===== src/source/l2TilePkg.sv =====
package l2TilePkg;

	// ring message fields
	localparam int seqWidth = 16;
	localparam int opmWidth = 16;
	localparam int addrWidth = 48;
	localparam int wordWidth = 128;

	// DDR side
	localparam int tileWidth = 512;
	localparam int ddrAddrWidth = 32;
	localparam int ddrOpmWidth = 5;
	localparam int ddrOkWidth = 2;

	// line address is ring address bits 31..6
	localparam int lineAddrWidth = 26;

	// low byte of the operation word
	localparam logic [7:0] opIdle = 8'h00;
	localparam logic [7:0] opLoad = 8'h93;
	localparam logic [7:0] opStore = 8'hA3;
	localparam logic [7:0] opOkLoad = 8'h53;
	localparam logic [7:0] opOkStore = 8'h63;

	localparam logic [ddrOpmWidth-1:0] ddrReady = 5'h00;
	localparam logic [ddrOpmWidth-1:0] ddrReadTile = 5'h07;
	localparam logic [ddrOpmWidth-1:0] ddrWriteTile = 5'h0B;

	localparam logic [ddrOkWidth-1:0] ddrStReady = 2'b00;
	localparam logic [ddrOkWidth-1:0] ddrStOk = 2'b01;
	localparam logic [ddrOkWidth-1:0] ddrStHold = 2'b10;

	// DDR sees one flat tile, the cache sees four ring words
	typedef union packed {
		logic [tileWidth-1:0] flat;
		logic [3:0][wordWidth-1:0] word;
	} tile_u;

	function automatic logic isRamAddress(input logic [addrWidth-1:0] addr);
		return (addr[29:24] != 6'h00) && (addr[31:30] == 2'b00);
	endfunction

	function automatic logic [lineAddrWidth-1:0] lineAddress(input logic [addrWidth-1:0] addr);
		return addr[31:6];
	endfunction

	function automatic logic [1:0] wordSelect(input logic [addrWidth-1:0] addr);
		return addr[5:4];
	endfunction

	// caller truncates the result to its own index width
	function automatic logic [lineAddrWidth-1:0] lineIndex(
		input logic [lineAddrWidth-1:0] lineAddr,
		input int indexBits
	);
		logic [lineAddrWidth-1:0] mask;
		mask = (lineAddrWidth'(1) << indexBits) - lineAddrWidth'(1);
		return (lineAddr ^ (lineAddr >> indexBits)) & mask;
	endfunction

endpackage


===== src/source/ringStages.sv =====
module ringStages (
	input logic clock,
	input logic reset,
	input logic [l2TilePkg::seqWidth-1:0] seqIn,
	input logic [l2TilePkg::opmWidth-1:0] opmIn,
	input logic [l2TilePkg::addrWidth-1:0] addrIn,
	input logic [l2TilePkg::wordWidth-1:0] dataIn,
	output logic [l2TilePkg::seqWidth-1:0] seqOut,
	output logic [l2TilePkg::opmWidth-1:0] opmOut,
	output logic [l2TilePkg::addrWidth-1:0] addrOut,
	output logic [l2TilePkg::wordWidth-1:0] dataOut,
	input logic respond,
	input logic [l2TilePkg::wordWidth-1:0] respondWord,
	output logic [l2TilePkg::opmWidth-1:0] stage2Opm,
	output logic [l2TilePkg::addrWidth-1:0] stage2Addr,
	output logic [l2TilePkg::wordWidth-1:0] stage2Data,
	output logic stage2RamReq
);
	import l2TilePkg::*;

	logic inRamReq;
	logic [seqWidth-1:0] stage2Seq;
	logic [seqWidth-1:0] stage3Seq;
	logic [opmWidth-1:0] stage3Opm;
	logic [addrWidth-1:0] stage3Addr;
	logic [wordWidth-1:0] stage3Data;
	logic [7:0] okCode;

	// only loads and stores into RAM space are served here
	assign inRamReq = ((opmIn[7:0] == opLoad) || (opmIn[7:0] == opStore)) &&
		isRamAddress(addrIn);

	assign okCode = (stage3Opm[7:0] == opStore) ? opOkStore : opOkLoad;

	always_ff @(posedge clock)
	begin
		if (reset)
		begin
			stage2Opm <= {8'h00, opIdle};
			stage2RamReq <= 1'b0;
			stage3Opm <= {8'h00, opIdle};
			opmOut <= {8'h00, opIdle};
		end
		else
		begin
			stage2Opm <= opmIn;
			stage2RamReq <= inRamReq;
			stage3Opm <= stage2Opm;
			// response keeps the upper opm byte
			if (respond)
				opmOut <= {stage3Opm[15:8], okCode};
			else
				opmOut <= stage3Opm;
		end
	end

	always_ff @(posedge clock)
	begin
		stage2Seq <= seqIn;
		stage2Addr <= addrIn;
		stage2Data <= dataIn;
		stage3Seq <= stage2Seq;
		stage3Addr <= stage2Addr;
		stage3Data <= stage2Data;
		seqOut <= stage3Seq;
		addrOut <= stage3Addr;
		if (respond)
			dataOut <= respondWord;
		else
			dataOut <= stage3Data;
	end

endmodule


===== config.mk =====
export PLATFORM = sky130hd
export DESIGN_NAME = ringStages
export DESIGN_NICKNAME = d
export VERILOG_FILES = /design/src/source/l2TilePkg.sv /design/src/source/ringStages.sv
export SDC_FILE = /design/constraint.sdc
export NUM_CORES = 1
export LEC_CHECK = 0
export ABC_AREA = 0
export CAP_MARGIN = 15
export CORE_AREA = 10 10 276 278
export CTS_BUF_LIST = sky130_fd_sc_hd__clkbuf_16
export DETAILED_ROUTE_END_ITERATION = 8
export DIE_AREA = 0 0 286 288
export DONT_BUFFER_PORTS = 1
export HOLD_SLACK_MARGIN = 0.15
export SLEW_MARGIN = 5
export SYNTH_ARGS = -nofsm -noshare
export SYNTH_HDL_FRONTEND = slang
export SYNTH_SLANG_ARGS = --single-unit

===== constraint.sdc =====
create_clock -name clock -period 2.15 [get_ports clock]
set_input_delay 0.43 -clock clock [delete_from_list [all_inputs] [get_ports clock]]
set_output_delay 0.43 -clock clock [all_outputs]
set_load 0.01 [all_outputs]

==> results of run 1 <==
synth_stat cells:
cell type  count  area [um2]
nor4bb_1       1        10.0
nor4b_1        1        8.76
mux2_4        56         841
nand2b_1       1        6.26
clkbuf_1       3        11.3
nor4_1         1        6.26
nor2b_1       40         250
nand4_1        2        12.5
mux2_2        72         811
a21oi_1        2        10.0
dfxtp_1      625       12500
buf_2          8        40.0
nor3b_1        1        7.51
nor2_1        11        41.3
xor2_1         1        8.76
and2_1         4        25.0
buf_6          8        90.1
buf_1          1        3.75
logic make-up after synthesis:
| group | after synthesis | synth area share (%) |
|---|---|---|
| compound gates | 2 | 0.0681 |
| xor+xnor | 1 | 0.0596 |
| buf+inv | 20 | 0.988 |
| flops | 625 | 85.1 |
| mux | 128 | 11.2 |
| simple gates | 62 | 2.50 |
metrics by stage:
stage	cells	utilization (%)
3_5_place_dp	1768	22.2
3_3_place_gp	1768	22.2
2_1_floorplan	838	-
==> results.yml, run 1 <==
logic_synthesis:
  netlist_area_um2: 14700
  ys_seq_area_share_pct: 85.1
  synth_warnings: 0
  synth_cell_types: 18
  synth_seq_cells: 625
  syn_area_per_cell_um2: 17.5
  synth_cells: 838
  synthesis.nets: 1177
status:
  status: "stopped before the end"
  haltStage: "4_1_cts"
  error: "[ERROR RSZ-0060] Max buffer count reached."
die:
  rows: 98
  io_pins: 740
  die_h_um: 288
  initial_core_util_pct: 20.7
  die_x_um: 286
placement:
  dpl.hpwl_um: 33900
  dpl_worst_slack_ns: 0.924
  io_buffers: 0
  place_congestion: 0.778
  place_area_um2: 15700
cts:
  cts_max_path_buffers: 3
  numCtsBuffers: 58
  cts-root-buf: "clkbuf_16"
  post-cts-setup-buffer-count: 0
  post_cts_resized: 0
  hold_buffers: 375
  cts.sinks: 625
  htreeDepth: 2
==> inputs of run 2 (changes only) <==
--- a/config.mk
+++ b/config.mk
@@ -7,12 +7,11 @@
 export LEC_CHECK = 0
 export ABC_AREA = 0
 export CAP_MARGIN = 15
-export CORE_AREA = 10 10 276 278
-export CTS_BUF_LIST = sky130_fd_sc_hd__clkbuf_16
+export CORE_AREA = 10 10 280 282
 export DETAILED_ROUTE_END_ITERATION = 8
-export DIE_AREA = 0 0 286 288
+export DIE_AREA = 0 0 290 292
 export DONT_BUFFER_PORTS = 1
-export HOLD_SLACK_MARGIN = 0.15
+export PLACE_DENSITY_LB_ADDON = 0.15
 export SLEW_MARGIN = 5
 export SYNTH_ARGS = -nofsm -noshare
 export SYNTH_HDL_FRONTEND = slang
==> run 2 against run 1 <==
Effect of this change:
- the run now ends clean
- synthesized cell count did not move
- synthesized area did not move
==> results.yml, run 2 <==
logic_synthesis:
  synth.largest_area_cell: "dfxtp_1"
  synth-edff-count: 0
  async_reset_ff_share_pct: 0
  syn_area_per_cell_um2: 17.5
  synthesis.nets: 1177
  synth_cells: 838
  synth_cell_types: 18
  yosysMostFrequentCell: "dfxtp_1"
  synth_warnings: 0
  synthFlopType: "dfxtp_1"
  ys_seq_area_share_pct: 85.1
  netlist_area_um2: 14700
  yosysTopAreaCellShare_pct: 85.1
  synth_seq_cells: 625
  synthTopCellsByArea: "dfxtp_1 85%, mux2_4 5.7%, mux2_2 5.5%"
  synthTopCellsByCount: "625 x dfxtp_1, 72 x mux2_2, 56 x mux2_4"
worst_setup_path:
  r2r_setup_slack_ns: 1.01
  r2r-end: "opmOut[4]$_SDFF_PP0_"
  rr_startpoint: "stage3Opm[1]$_SDFF_PP0_"
  cp-end-kind: "primary output"
  cp.required_ns: 1.72
  crit_arrival_ns: 1.31
  start_kind: "register"
  critPathMaxFanout: 1
  reg2reg_depth: 3
  crit_type: "reg2out"
cts:
  htreeDepth: 3
  path_clk_slew_ns: 0.06
  cts-root-buf: "clkbuf_16"
  cts_tree: "built"
  numCtsBuffers: 68
  cts.sinks: 625
  hold_buffers: 341
  post-cts-setup-buffer-count: 0
  post_cts_resized: 0
  cts_max_path_buffers: 3
  clock_latency_ns: 0.61
sta:
  relSlewSlack_pct: 60.7
  period_share_pct: 81.1
  worstMarginPinSlew_ns: 0.589
  min_period_ns: 1.74
  hold_violations: 0
  drv_slew: 0
  rsz0062_at_grt: "false"
  hold_ws_ns: 0.0505
  finalSetupViolCount: 0
  clock_skew_ns: 0.0446
  fmax_mhz: 574
  fin_tns_setup_ns: 0
placement:
  place_congestion: 0.710
  io_buffers: 0
  dpl.hpwl_um: 36200
finish:
  final_cell_mix: "625 x dfxtp_1, 342 x dlygate4sd3_1, 72 x mux2_2, 68 x clkbuf_16, 56 x mux2_4"
  area_growth_pct: 46.8
  finalNetCount: 1572
  drive_gt1_share_pct: 18.0
  final_common_cell: "dfxtp_1"
  reg_top3: "dataOut: 128 flops, stage2Data: 128 flops, stage3Data: 128 flops"
  fillers: 7278
route:
  drc: 0
  routed_wl_um: 49400
  vias_per_cell: 3.37
  dr.pass1.iters: 4
  via_count: 7577
  wl_per_cell_um: 22.0
  drt_iter0_markers: 196
  drtAntennaViolNets: 0
min_path:
  hp-class: "in2reg"
  min_path_cells: 3
  hold_start: "opmIn[3]"
  hold_end: "stage2RamReq$_SDFF_PP0_"
die:
  die_h_um: 292
  die_area_um2: 84700
  initial_core_util_pct: 20.2
  rows: 99
  core_area_um2: 72600
  io_pins: 740
  die_x_um: 290
power_and_ir_drop:
  p_leak_nw: 8.72
  power.density_nw_per_um2: 1190
  irDropWorstVdd_v: 0.000850
run:
  cap_violations: 0
global_routing:
  grt_max_degree: 98
  grt_pass1_wl_um: 68500
  overflow: 0
  antenna_found_initial: 8
  grt_pass1_vias: 8619
  grt_use_total_pct: 11.1
status:
  status: "finished, final reports clean"
run 2: cell counts after synthesis:
Identical to the previous run, type by type.
run 2: logic make-up (layout without fill, tap and decap cells):
| group | Yosys count | after routing | share of synthesized area (%) |
|---|---|---|---|
| flops | 625 | 625 | 85.1 |
| mux | 128 | 128 | 11.2 |
| simple gates | 62 | 62 | 2.50 |
| buf+inv | 20 | 468 | 0.988 |
| compound gates | 2 | 2 | 0.0681 |
| xor+xnor | 1 | 1 | 0.0596 |
| other cells | 0 | 3 | 0 |
run 2: final cells by class:
class                   instances  area (um2)  area share [%]
diodes                          3        7.51          0.0348
clock buffers                 102        1940            8.99
clock inverters                21         397            1.84
multi-input cells             193        2040            9.45
flip-flops and latches        625       12500            58.0
well taps                     959        1200            5.56
repair buffers                345        3480            16.1
run 2: layer usage:
| layer | routed length (um) | track usage, % |
|---|---|---|
| met1 | 16500 | 10.6 |
| met2 | 26600 | 20.5 |
| met3 | 5210 | 5.64 |
| met4 | 1120 | 3.36 |
| met5 | 13 | 0 |
run 2: power by group:
part	switching, mW	internal (mW)
Clock	4.81	6.99
Combinational	0.223	0.667
Sequential	0.668	12.3
Total	5.70	19.9
run 2: worst max path at each step:
stage                          from                       to  slack [ns]  cells past startpoint
2_1_floorplan               respond      dataOut[44]$_DFF_P_        0.91                      4
3_3_place_gp               opmIn[5]  stage2RamReq$_SDFF_PP0_        0.90                      4
3_5_place_dp               opmIn[5]  stage2RamReq$_SDFF_PP0_        0.96                      4
4_1_cts        dataOut[127]$_DFF_P_             dataOut[127]        0.32                      0
5_1_grt        dataOut[127]$_DFF_P_             dataOut[127]        0.33                      0
6_report       dataOut[127]$_DFF_P_             dataOut[127]        0.41                      0
run 2: stage by stage:
| step | cells | util [%] | setup WS [ns] | area [um2] | power [mW] |
|---|---|---|---|---|---|
| final | 2248 | 29.7 | 0.407 | 21600 | 25.6 |
| after global routing | 2248 | 29.7 | 0.328 | 21600 | 26.7 |
| after CTS | 2242 | 29.7 | 0.317 | 21500 | 26.1 |
| after detailed placement | 1778 | 21.7 | 0.963 | 15800 | 13.5 |
| after global placement | 1778 | 21.7 | 0.897 | 15800 | 13.6 |
| after floorplan | 838 | - | 0.912 | 14700 | 13.3 |
(Power assumes the default switching activity.)
